<file path="config.mk">
export PLATFORM = sky130hd
export DESIGN_NAME = chip_itf_top
export DESIGN_NICKNAME = d
export VERILOG_FILES = /design/src/source/itf_pkg.sv /design/src/source/sync_fifo_fwft.sv /design/src/source/offchip_port_ctrl.sv /design/src/source/core_port_ctrl.sv /design/src/source/chip_itf_top.sv
export SDC_FILE = /design/constraint.sdc
export NUM_CORES = 2
export LEC_CHECK = 0
export BUFFER_PORTS_ARGS = -buffer_cell sky130_fd_sc_hd__buf_2
export CAP_MARGIN = 5
export CORE_AREA = 3 3 605 907
export DETAILED_ROUTE_END_ITERATION = 6
export DIE_AREA = 0 0 608 910
export GPL_ROUTABILITY_DRIVEN = 0
export GPL_TIMING_DRIVEN = 1
export PLACE_DENSITY_LB_ADDON = 0.05
export SETUP_SLACK_MARGIN = 0.1
export SLEW_MARGIN = 20
export SYNTH_ARGS = -nofsm -noshare
export SYNTH_HDL_FRONTEND = slang
export SYNTH_MEMORY_MAX_BITS = 65536
export SYNTH_SLANG_ARGS = --single-unit
</file>
<file path="constraint.sdc">
create_clock -name clk -period 10.6 [get_ports clk]
set_input_delay 1.06 -clock clk [delete_from_list [all_inputs] [get_ports clk]]
set_output_delay 1.06 -clock clk [all_outputs]
set_load 0.005 [all_outputs]
</file>
<file path="src/source/itf_pkg.sv">
/*
 * Chip-edge transfer interface definitions
 * Beat widths, FIFO geometry and the transfer-state encoding
 */
package itf_pkg;

    // -------------------------------------------------------------------------
    // Beat payload
    // -------------------------------------------------------------------------

    // One off-chip beat
    localparam int unsigned DAT_W = 128;

    // Configuration-ready bits reported by the CCU
    localparam int unsigned CFG_RDY_W = 5;

    // -------------------------------------------------------------------------
    // FIFO geometry and entry layout
    // -------------------------------------------------------------------------

    // 16 entries per direction
    localparam int unsigned FIFO_ADDR_W = 4;

    // Payload on top, then flag, then last
    localparam int unsigned FIFO_W = DAT_W + 2;

    // ISA flag inbound, CMD flag outbound
    localparam int unsigned FLAG_BIT = 1;
    localparam int unsigned LAST_BIT = 0;

    // -------------------------------------------------------------------------
    // Transfer direction shared by both port FSMs
    // -------------------------------------------------------------------------
    typedef enum logic [1:0] {
        XFER_IDLE    = 2'd0,
        XFER_IN2CHIP = 2'd1,
        XFER_OUT2OFF = 2'd2
    } xfer_state_e;

endpackage

</file>
<file path="src/source/sync_fifo_fwft.sv">
/*
 * Single-clock first-word-fall-through FIFO
 * The oldest entry is always visible on the output while not empty
 */
`timescale 1ns/1ps

module sync_fifo_fwft #(
    parameter int unsigned WIDTH  = 8,
    parameter int unsigned ADDR_W = 4
) (
    input  logic             clk,
    input  logic             rst_n,
    input  logic             push_i,
    input  logic             pop_i,
    input  logic [WIDTH-1:0] din_i,
    output logic [WIDTH-1:0] dout_o,
    output logic             empty_o,
    output logic             full_o
);

    // Entry storage
    logic [WIDTH-1:0] mem [0:(1 << ADDR_W)-1];

    // Extra MSB tells a wrapped writer from an equal reader
    logic [ADDR_W:0] wr_ptr;
    logic [ADDR_W:0] rd_ptr;

    // -------------------------------------------------------------------------
    // Pointers
    // -------------------------------------------------------------------------
    always_ff @(posedge clk or negedge rst_n) begin
        if (!rst_n) begin
            wr_ptr <= '0;
        end else if (push_i) begin
            wr_ptr <= wr_ptr + 1'b1;
        end
    end

    always_ff @(posedge clk or negedge rst_n) begin
        if (!rst_n) begin
            rd_ptr <= '0;
        end else if (pop_i) begin
            rd_ptr <= rd_ptr + 1'b1;
        end
    end

    // -------------------------------------------------------------------------
    // Data array
    // -------------------------------------------------------------------------
    always_ff @(posedge clk) begin
        if (push_i) begin
            mem[wr_ptr[ADDR_W-1:0]] <= din_i;
        end
    end

    // Head of queue falls through combinationally
    assign dout_o = mem[rd_ptr[ADDR_W-1:0]];

    assign empty_o = (wr_ptr == rd_ptr);
    assign full_o  = (wr_ptr[ADDR_W] != rd_ptr[ADDR_W]) &&
                     (wr_ptr[ADDR_W-1:0] == rd_ptr[ADDR_W-1:0]);

    // -------------------------------------------------------------------------
    // Protocol checks on the caller
    // -------------------------------------------------------------------------
    a_no_push_full : assert property (
        @(posedge clk) disable iff (!rst_n) push_i |-> !full_o
    ) else $error("push into full FIFO");

    a_no_pop_empty : assert property (
        @(posedge clk) disable iff (!rst_n) pop_i |-> !empty_o
    ) else $error("pop from empty FIFO");

endmodule

</file>
<file path="src/source/offchip_port_ctrl.sv">
/*
 * Off-chip side controller
 * Accepts inbound bursts into the in-FIFO and drains the out-FIFO off chip
 */
`timescale 1ns/1ps

module offchip_port_ctrl (
    input  logic                        clk,
    input  logic                        rst_n,
    input  logic                        byp_oe_i,
    input  logic                        off_oe_i,
    input  logic                        off_vld_i,
    input  logic                        off_last_i,
    input  logic                        off_isa_i,
    input  logic                        off_rdy_i,
    input  logic [itf_pkg::DAT_W-1:0]   off_dat_i,
    input  logic                        in_full_i,
    input  logic                        out_empty_i,
    input  logic [itf_pkg::FIFO_W-1:0]  out_dout_i,
    output logic                        off_rdy_o,
    output logic                        off_vld_o,
    output logic                        off_last_o,
    output logic                        off_cmd_o,
    output logic                        off_oe_o,
    output logic [itf_pkg::DAT_W-1:0]   off_dat_o,
    output logic                        in_push_o,
    output logic [itf_pkg::FIFO_W-1:0]  in_din_o,
    output logic                        out_pop_o
);

    import itf_pkg::*;

    xfer_state_e state_q;
    xfer_state_e state_d;
    logic        in2chip;
    logic        out2off;

    assign in2chip = (state_q == XFER_IN2CHIP);
    assign out2off = (state_q == XFER_OUT2OFF);

    // -------------------------------------------------------------------------
    // FSM
    // -------------------------------------------------------------------------
    always_comb begin
        state_d = state_q;
        case (state_q)
            XFER_IDLE: begin
                // Inbound wins over a pending outbound burst
                if (off_vld_i) begin
                    state_d = XFER_IN2CHIP;
                end else if (!out_empty_i) begin
                    state_d = XFER_OUT2OFF;
                end
            end
            XFER_IN2CHIP: begin
                if (in_push_o && off_last_i) begin
                    state_d = XFER_IDLE;
                end
            end
            XFER_OUT2OFF: begin
                if (out_pop_o && off_last_o) begin
                    state_d = XFER_IDLE;
                end
            end
            default: state_d = XFER_IDLE;
        endcase
    end

    always_ff @(posedge clk or negedge rst_n) begin
        if (!rst_n) begin
            state_q <= XFER_IDLE;
        end else begin
            state_q <= state_d;
        end
    end

    // -------------------------------------------------------------------------
    // Inbound beat packing with ISA flag and last
    // -------------------------------------------------------------------------
    assign off_rdy_o = in2chip && !in_full_i;
    assign in_push_o = off_vld_i && off_rdy_o;
    assign in_din_o  = {off_dat_i, off_isa_i, off_last_i};

    // -------------------------------------------------------------------------
    // Outbound head presentation from the out-FIFO
    // -------------------------------------------------------------------------
    assign off_vld_o  = out2off && !out_empty_i;
    assign off_dat_o  = out2off ? out_dout_i[FIFO_W-1 -: DAT_W] : '0;
    assign off_cmd_o  = out2off && out_dout_i[FLAG_BIT];
    assign off_last_o = out2off && out_dout_i[LAST_BIT];
    assign out_pop_o  = off_vld_o && off_rdy_i;

    // Strap override wins over drive while sending
    assign off_oe_o = byp_oe_i ? off_oe_i : off_vld_o;

    // Outbound head holds until taken
    a_off_hold : assert property (
        @(posedge clk) disable iff (!rst_n)
        off_vld_o && !off_rdy_i |=>
            off_vld_o && $stable(off_dat_o) && $stable(off_last_o) && $stable(off_cmd_o)
    ) else $error("outbound beat changed before its handshake");

endmodule

</file>
<file path="src/source/core_port_ctrl.sv">
/*
 * Core side controller
 * Routes inbound beats to CCU or GIC and merges monitor/GIC beats outbound
 */
`timescale 1ns/1ps

module core_port_ctrl (
    input  logic                          clk,
    input  logic                          rst_n,
    input  logic [itf_pkg::FIFO_W-1:0]    in_dout_i,
    input  logic                          in_empty_i,
    input  logic                          out_full_i,
    input  logic                          ccu_rdy_i,
    input  logic                          gic_out_rdy_i,
    input  logic [itf_pkg::DAT_W-1:0]     mon_dat_i,
    input  logic [itf_pkg::DAT_W-1:0]     gic_in_dat_i,
    input  logic                          mon_vld_i,
    input  logic                          mon_last_i,
    input  logic                          gic_in_vld_i,
    input  logic                          gic_in_last_i,
    input  logic                          gic_in_cmd_i,
    input  logic [itf_pkg::CFG_RDY_W-1:0] ccu_cfg_rdy_i,
    output logic                          in_pop_o,
    output logic                          out_push_o,
    output logic [itf_pkg::FIFO_W-1:0]    out_din_o,
    output logic [itf_pkg::DAT_W-1:0]     ccu_dat_o,
    output logic [itf_pkg::DAT_W-1:0]     gic_out_dat_o,
    output logic                          ccu_vld_o,
    output logic                          ccu_last_o,
    output logic                          gic_out_vld_o,
    output logic                          gic_out_last_o,
    output logic                          mon_rdy_o,
    output logic                          gic_in_rdy_o,
    output logic [itf_pkg::CFG_RDY_W-1:0] cfg_rdy_o
);

    import itf_pkg::*;

    xfer_state_e        state_q;
    xfer_state_e        state_d;
    logic               in2chip;
    logic               out2off;
    logic [DAT_W-1:0]   head_dat;
    logic               head_isa;
    logic               head_last;
    logic               head_vld;
    logic               mon_hs;
    logic               gic_hs;

    assign in2chip = (state_q == XFER_IN2CHIP);
    assign out2off = (state_q == XFER_OUT2OFF);

    // -------------------------------------------------------------------------
    // FSM
    // -------------------------------------------------------------------------
    always_comb begin
        state_d = state_q;
        case (state_q)
            XFER_IDLE: begin
                if (!in_empty_i) begin
                    state_d = XFER_IN2CHIP;
                end else if (mon_vld_i || gic_in_vld_i) begin
                    state_d = XFER_OUT2OFF;
                end
            end
            XFER_IN2CHIP: begin
                if (in_pop_o && head_last) begin
                    state_d = XFER_IDLE;
                end
            end
            XFER_OUT2OFF: begin
                if ((mon_hs && mon_last_i) || (gic_hs && gic_in_last_i)) begin
                    state_d = XFER_IDLE;
                end
            end
            default: state_d = XFER_IDLE;
        endcase
    end

    always_ff @(posedge clk or negedge rst_n) begin
        if (!rst_n) begin
            state_q <= XFER_IDLE;
        end else begin
            state_q <= state_d;
        end
    end

    // -------------------------------------------------------------------------
    // Inbound steering of the head entry by ISA flag
    // -------------------------------------------------------------------------
    assign head_dat  = in_dout_i[FIFO_W-1 -: DAT_W];
    assign head_isa  = in_dout_i[FLAG_BIT];
    assign head_last = in_dout_i[LAST_BIT];
    assign head_vld  = in2chip && !in_empty_i;

    assign ccu_vld_o      = head_vld && head_isa;
    assign ccu_last_o     = ccu_vld_o && head_last;
    assign ccu_dat_o      = (in2chip && head_isa) ? head_dat : '0;
    assign gic_out_vld_o  = head_vld && !head_isa;
    assign gic_out_last_o = gic_out_vld_o && head_last;
    assign gic_out_dat_o  = (in2chip && !head_isa) ? head_dat : '0;

    assign in_pop_o = (ccu_vld_o && ccu_rdy_i) || (gic_out_vld_o && gic_out_rdy_i);

    // -------------------------------------------------------------------------
    // Outbound merge with monitor priority
    // -------------------------------------------------------------------------
    assign mon_rdy_o = out2off && !out_full_i;
    // GIC held off whenever the monitor has a beat up
    assign gic_in_rdy_o = out2off && !out_full_i && !mon_vld_i;

    assign mon_hs     = mon_vld_i && mon_rdy_o;
    assign gic_hs     = gic_in_vld_i && gic_in_rdy_o;
    assign out_push_o = mon_hs || gic_hs;
    assign out_din_o  = mon_vld_i ? {mon_dat_i, 1'b0, mon_last_i}
                                  : {gic_in_dat_i, gic_in_cmd_i, gic_in_last_i};

    // Config-ready delayed by one cycle
    always_ff @(posedge clk or negedge rst_n) begin
        if (!rst_n) begin
            cfg_rdy_o <= '0;
        end else begin
            cfg_rdy_o <= ccu_cfg_rdy_i;
        end
    end

    // Inbound head holds until taken
    a_core_hold : assert property (
        @(posedge clk) disable iff (!rst_n)
        head_vld && !in_pop_o |=> head_vld && $stable(in_dout_i)
    ) else $error("inbound head changed before its handshake");

endmodule

</file>
<file path="src/source/chip_itf_top.sv">
/*
 * Chip-edge transfer interface top
 * Off-side and core-side controllers joined by one FIFO per direction
 */
`timescale 1ns/1ps

module chip_itf_top (
    input  logic                          clk,
    input  logic                          rst_n,
    input  logic                          byp_oe_i,
    input  logic                          off_oe_i,
    input  logic                          off_vld_i,
    input  logic                          off_last_i,
    input  logic                          off_isa_i,
    input  logic [itf_pkg::DAT_W-1:0]     off_dat_i,
    input  logic                          off_rdy_i,
    output logic                          off_rdy_o,
    output logic                          off_vld_o,
    output logic                          off_last_o,
    output logic                          off_cmd_o,
    output logic [itf_pkg::DAT_W-1:0]     off_dat_o,
    output logic                          off_oe_o,
    input  logic                          ccu_rdy_i,
    input  logic [itf_pkg::CFG_RDY_W-1:0] ccu_cfg_rdy_i,
    output logic [itf_pkg::DAT_W-1:0]     ccu_dat_o,
    output logic                          ccu_vld_o,
    output logic                          ccu_last_o,
    output logic [itf_pkg::CFG_RDY_W-1:0] cfg_rdy_o,
    input  logic [itf_pkg::DAT_W-1:0]     gic_in_dat_i,
    input  logic                          gic_in_vld_i,
    input  logic                          gic_in_last_i,
    input  logic                          gic_in_cmd_i,
    output logic                          gic_in_rdy_o,
    output logic [itf_pkg::DAT_W-1:0]     gic_out_dat_o,
    output logic                          gic_out_vld_o,
    output logic                          gic_out_last_o,
    input  logic                          gic_out_rdy_i,
    input  logic [itf_pkg::DAT_W-1:0]     mon_dat_i,
    input  logic                          mon_vld_i,
    input  logic                          mon_last_i,
    output logic                          mon_rdy_o
);

    import itf_pkg::*;

    // Inbound FIFO
    logic              in_push;
    logic              in_pop;
    logic [FIFO_W-1:0] in_din;
    logic [FIFO_W-1:0] in_dout;
    logic              in_empty;
    logic              in_full;

    // Outbound FIFO
    logic              out_push;
    logic              out_pop;
    logic [FIFO_W-1:0] out_din;
    logic [FIFO_W-1:0] out_dout;
    logic              out_empty;
    logic              out_full;

    // -------------------------------------------------------------------------
    // Controllers
    // -------------------------------------------------------------------------
    offchip_port_ctrl u_off_ctrl (
        .clk         (clk),
        .rst_n       (rst_n),
        .byp_oe_i    (byp_oe_i),
        .off_oe_i    (off_oe_i),
        .off_vld_i   (off_vld_i),
        .off_last_i  (off_last_i),
        .off_isa_i   (off_isa_i),
        .off_rdy_i   (off_rdy_i),
        .off_dat_i   (off_dat_i),
        .in_full_i   (in_full),
        .out_empty_i (out_empty),
        .out_dout_i  (out_dout),
        .off_rdy_o   (off_rdy_o),
        .off_vld_o   (off_vld_o),
        .off_last_o  (off_last_o),
        .off_cmd_o   (off_cmd_o),
        .off_oe_o    (off_oe_o),
        .off_dat_o   (off_dat_o),
        .in_push_o   (in_push),
        .in_din_o    (in_din),
        .out_pop_o   (out_pop)
    );

    core_port_ctrl u_core_ctrl (
        .clk            (clk),
        .rst_n          (rst_n),
        .in_dout_i      (in_dout),
        .in_empty_i     (in_empty),
        .out_full_i     (out_full),
        .ccu_rdy_i      (ccu_rdy_i),
        .gic_out_rdy_i  (gic_out_rdy_i),
        .mon_dat_i      (mon_dat_i),
        .gic_in_dat_i   (gic_in_dat_i),
        .mon_vld_i      (mon_vld_i),
        .mon_last_i     (mon_last_i),
        .gic_in_vld_i   (gic_in_vld_i),
        .gic_in_last_i  (gic_in_last_i),
        .gic_in_cmd_i   (gic_in_cmd_i),
        .ccu_cfg_rdy_i  (ccu_cfg_rdy_i),
        .in_pop_o       (in_pop),
        .out_push_o     (out_push),
        .out_din_o      (out_din),
        .ccu_dat_o      (ccu_dat_o),
        .gic_out_dat_o  (gic_out_dat_o),
        .ccu_vld_o      (ccu_vld_o),
        .ccu_last_o     (ccu_last_o),
        .gic_out_vld_o  (gic_out_vld_o),
        .gic_out_last_o (gic_out_last_o),
        .mon_rdy_o      (mon_rdy_o),
        .gic_in_rdy_o   (gic_in_rdy_o),
        .cfg_rdy_o      (cfg_rdy_o)
    );

    // -------------------------------------------------------------------------
    // Direction FIFOs
    // -------------------------------------------------------------------------
    sync_fifo_fwft #(
        .WIDTH  (FIFO_W),
        .ADDR_W (FIFO_ADDR_W)
    ) u_in_fifo (
        .clk     (clk),
        .rst_n   (rst_n),
        .push_i  (in_push),
        .pop_i   (in_pop),
        .din_i   (in_din),
        .dout_o  (in_dout),
        .empty_o (in_empty),
        .full_o  (in_full)
    );

    sync_fifo_fwft #(
        .WIDTH  (FIFO_W),
        .ADDR_W (FIFO_ADDR_W)
    ) u_out_fifo (
        .clk     (clk),
        .rst_n   (rst_n),
        .push_i  (out_push),
        .pop_i   (out_pop),
        .din_i   (out_din),
        .dout_o  (out_dout),
        .empty_o (out_empty),
        .full_o  (out_full)
    );

endmodule

</file>
==> impl_metrics.py <==
metrics = {
    "timing": {
        "rsz0062_at_grt": "no",
        "timing.hold.ws_ps": 188,
        "tightestPinTransition_ps": 1150,
        "slew_headroom_pct": 23.6,
        "slew_viol_final": 0,
        "period_needed_ps": 6830,
        "setup_viol": 0,
        "setup_ws_ps": 3770,
        "hold_viol": 0,
        "max_freq_mhz": 146,
        "period_share_pct": 64.4,
        "clock_skew_ps": 44.0,
    },
    "synth": {
        "synth_ff_type": "edfxtp_1",
        "synthesis.nets": 7357,
        "ys_seq_area_share_pct": 77.5,
        "syn_inst": 6943,
        "synth_cell_types": 43,
        "ys_async_sr_fraction_pct": 0.692,
        "synth-seq-cells": 4189,
        "synth_edf_count": 4160,
        "netlist_area_mm2": 0.162,
        "yosysWarnings": 0,
        "syn_area_per_cell_um2": 23.3,
    },
    "global_route": {
        "grt_pass1_vias": 84000,
        "grt_max_degree": 145,
        "grt_use_met3_pct": 2.79,
        "top_usage_layer": "met2",
        "track_usage_pct": 16.6,
        "use_met2_pct": 30.0,
        "grtUsageMet1_pct": 21.1,
        "antenna_found_initial": 85,
        "overflow": 0,
        "grt_pass1_wl_mm": 656,
    },
    "power": {
        "pwr-share-clk_pct": 31.3,
        "power_density_mw_per_mm2": 252,
        "pwr-share-comb_pct": 28.6,
        "leakagePower_nw": 59.7,
        "ir_worst_vdd_uv": 376,
        "switching_share_pct": 30.0,
        "internal_power_mw": 33.3,
        "pwr-share-seq_pct": 40.1,
        "p_switching_mw": 14.3,
    },
    "routing": {
        "ant_nets": 0,
        "wl_mm": 468,
        "first_pass_iters": 7,
        "drc": 0,
        "vias": 75200,
        "wl_per_cell_um": 30.2,
        "viasPerCell": 4.85,
        "drt_iter0_markers": 4878,
    },
    "layout": {
        "layout.nets": 8375,
        "syn2layout_area_growth_pct": 16.6,
        "seq_area_mm2": 0.126,
        "multi_input_area_mm2": 0.0348,
        "fill_cells": 50400,
        "drive_above_1_share_pct": 36.4,
    },
    "cts": {
        "insertion_delay_ps": 990,
        "cts.sinks": 4189,
        "root_buffer": "clkbuf_16",
        "cts_tree": "done",
        "cts_buffer_depth": 4,
        "post_cts_buffers": 0,
        "numCtsBuffers": 435,
        "cts_max_level": 5,
        "cts_resized": 0,
        "clk_pin_slew_ps": 60,
        "holdBufCountCts": 0,
    },
    "critical_path": {
        "rr_endpoint": "u_in_fifo.mem[12][36]",
        "max_stage_delay_ps": 900,
        "criticalPathCategory": "reg -> out",
        "crit_cells": 8,
        "crit_start": "u_in_fifo.rd_ptr[1]",
        "cp_common_cell": "buf_4",
        "crit_fanout": 54,
        "rrSetupSlack_ps": 5260,
        "cp.required_ps": 9540,
        "reg2reg_depth": 8,
        "r2r_start": "u_in_fifo.rd_ptr[3]",
        "cp-end-kind": "output pin",
        "critical_path_buf_inv_count": 4,
        "critPathArrivalTime_ps": 5770,
        "path_cells": "buf_4, buf_4, buf_4, mux4_2, mux2_2, a21oi_1, nor2_1, buf_2",
        "crit_end": "ccu_dat_o[117]",
        "start_kind": "flop",
        "cpLargestDelayFamily": "buffers and inverters",
        "slowest_stage": "buf_4",
    },
    "floorplanning": {
        "core_area_mm2": 0.542,
        "fp.dieW_um": 608,
        "num_rows": 331,
        "start_util_pct": 29.9,
        "die_y_um": 910,
        "die_area_mm2": 0.553,
        "top_level_ports": 804,
    },
    "job": {
        "cap_violations": 0,
    },
    "place": {
        "io_buffers": 803,
        "post-place-ws_ps": 4550,
        "hpwlAfterDp_mm": 237,
    },
    "run_status": {
        "outcome": "finished clean",
    },
    "min_path": {
        "hold_path.class": "in -> reg",
    },
}
-- cells by family after synthesis --
kind of cell / count (synthesis) / synth area share, %
AOI/OAI and AO/OA: 153 / 0.520
and+or+nand+nor: 596 / 1.64
muxes: 1567 / 18.9
adders and majority gates: 10 / 0.0772
DFF: 4189 / 77.5
buffers and inverters: 402 / 1.15
xor gates and xnor gates: 26 / 0.141
-- cell type report --
type | count | share of cell area (%)
antenna | 18 | 0.0238
clock buffer | 534 | 6.06
clock inverter | 261 | 1.18
inverter | 17 | 0.0417
multi-input combinational | 2352 | 18.4
sequential | 4189 | 66.5
tap | 7159 | 4.74
timing repair buffer | 966 | 3.05
-- worst min path at each step --
stage / to / depth (start not counted) / start
floorplan: u_out_fifo.rd_ptr[4] / 1 / u_out_fifo.rd_ptr[4]
global placement: u_in_fifo.rd_ptr[4] / 1 / u_in_fifo.rd_ptr[4]
detailed placement: u_in_fifo.rd_ptr[4] / 1 / u_in_fifo.rd_ptr[4]
CTS: u_core_ctrl.cfg_rdy_o[1] / 1 / ccu_cfg_rdy_i[1]
global route: u_core_ctrl.cfg_rdy_o[2] / 1 / ccu_cfg_rdy_i[2]
finish: u_core_ctrl.cfg_rdy_o[0] / 1 / ccu_cfg_rdy_i[0]
-- sequential cells by signal (all words and copies together) (netlist names) --
| name | flops |
|---|---|
| u_off_ctrl.state_q | 2 |
| u_in_fifo.rd_ptr | 5 |
| u_in_fifo.mem | 2080 |
| u_core_ctrl.cfg_rdy_o | 5 |
| u_out_fifo.wr_ptr | 5 |
| u_core_ctrl.state_q | 2 |
| u_in_fifo.wr_ptr | 5 |
| u_out_fifo.rd_ptr | 5 |
| u_out_fifo.mem | 2080 |
-- through the flow --
step	total power, mW	std cells	instance area (µm²)	setup TNS (ps)	util, %
after floorplan	28.5	6943	162000	-543600	-
after global routing	50.1	15500	189000	0	34.9
after global placement	33.6	14700	175000	0	32.3
after CTS	48.8	15500	189000	0	34.9
after detailed placement	33.6	14700	175000	0	32.3
final	47.6	15500	189000	0	34.9
-- worst reg2reg max path: cells and delay by family (launching register included) --
family | cells | cell delay (ps)
AO/OA/AOI/OAI | 1 | 700
XOR/XNOR | 1 | 310
buffers and inverters | 3 | 1990
flip-flops | 1 | 1050
AND/OR/NAND/NOR | 3 | 770
-- synth_stat cells, types with 16 or more instances --
cell | number | share of area (%)
buf_1 | 34 | 0.079
nor2_1 | 411 | 0.95
dfrtp_1 | 29 | 0.45
edfxtp_1 | 4160 | 77
nand2_1 | 23 | 0.053
buf_2 | 149 | 0.46
clkbuf_1 | 173 | 0.40
xnor2_1 | 16 | 0.086
mux4_2 | 1170 | 16
nor2b_1 | 133 | 0.51
inv_1 | 17 | 0.039
mux2_2 | 258 | 1.8
a21oi_1 | 133 | 0.41
mux2i_1 | 136 | 0.84
-- cells in the final DEF, fill, tap and decap left out, types with 3 or more instances in the layout --
master,instances
nor3_2,4
a211oi_1,6
inv_6,8
a21oi_1,133
clkinv_1,116
mux4_2,1170
buf_2,802
nand4_1,5
clkinv_16,6
nor2_1,389
dfrtp_1,21
ha_1,10
nor2b_1,133
inv_8,3
inv_1,15
xor2_1,10
bufinv_16,31
clkbuf_1,90
diode_2,18
mux2_2,258
edfxtp_1,4160
clkinv_8,3
mux2i_1,136
nor2_4,22
clkinvlp_4,10
a2111oi_0,4
nor3_4,4
clkinv_4,4
buf_4,122
nand2_1,22
o21ai_0,3
buf_12,38
clkbuf_16,444
dfrtp_4,8
xnor2_1,16
clkinv_2,80
-- power groups by stage --
stage	clock (mW)	combinational, mW	sequential, mW
finish	14.9	13.6	19.1
global route	16.1	14.9	19.1
CTS	15.5	14.2	19.1
detailed placement	0	14.2	19.5
global placement	0	14.2	19.4
floorplan	0	9.38	19.2
-- metal layers --
| layer | vias up | wire length, µm |
|---|---|---|
| met5 | - | 395 |
| met4 | 58 | 8530 |
| met3 | 579 | 20400 |
| met2 | 1695 | 243000 |
| met1 | 41500 | 195000 |
| li1 | 31400 | - |
(Power assumes the default switching activity.)
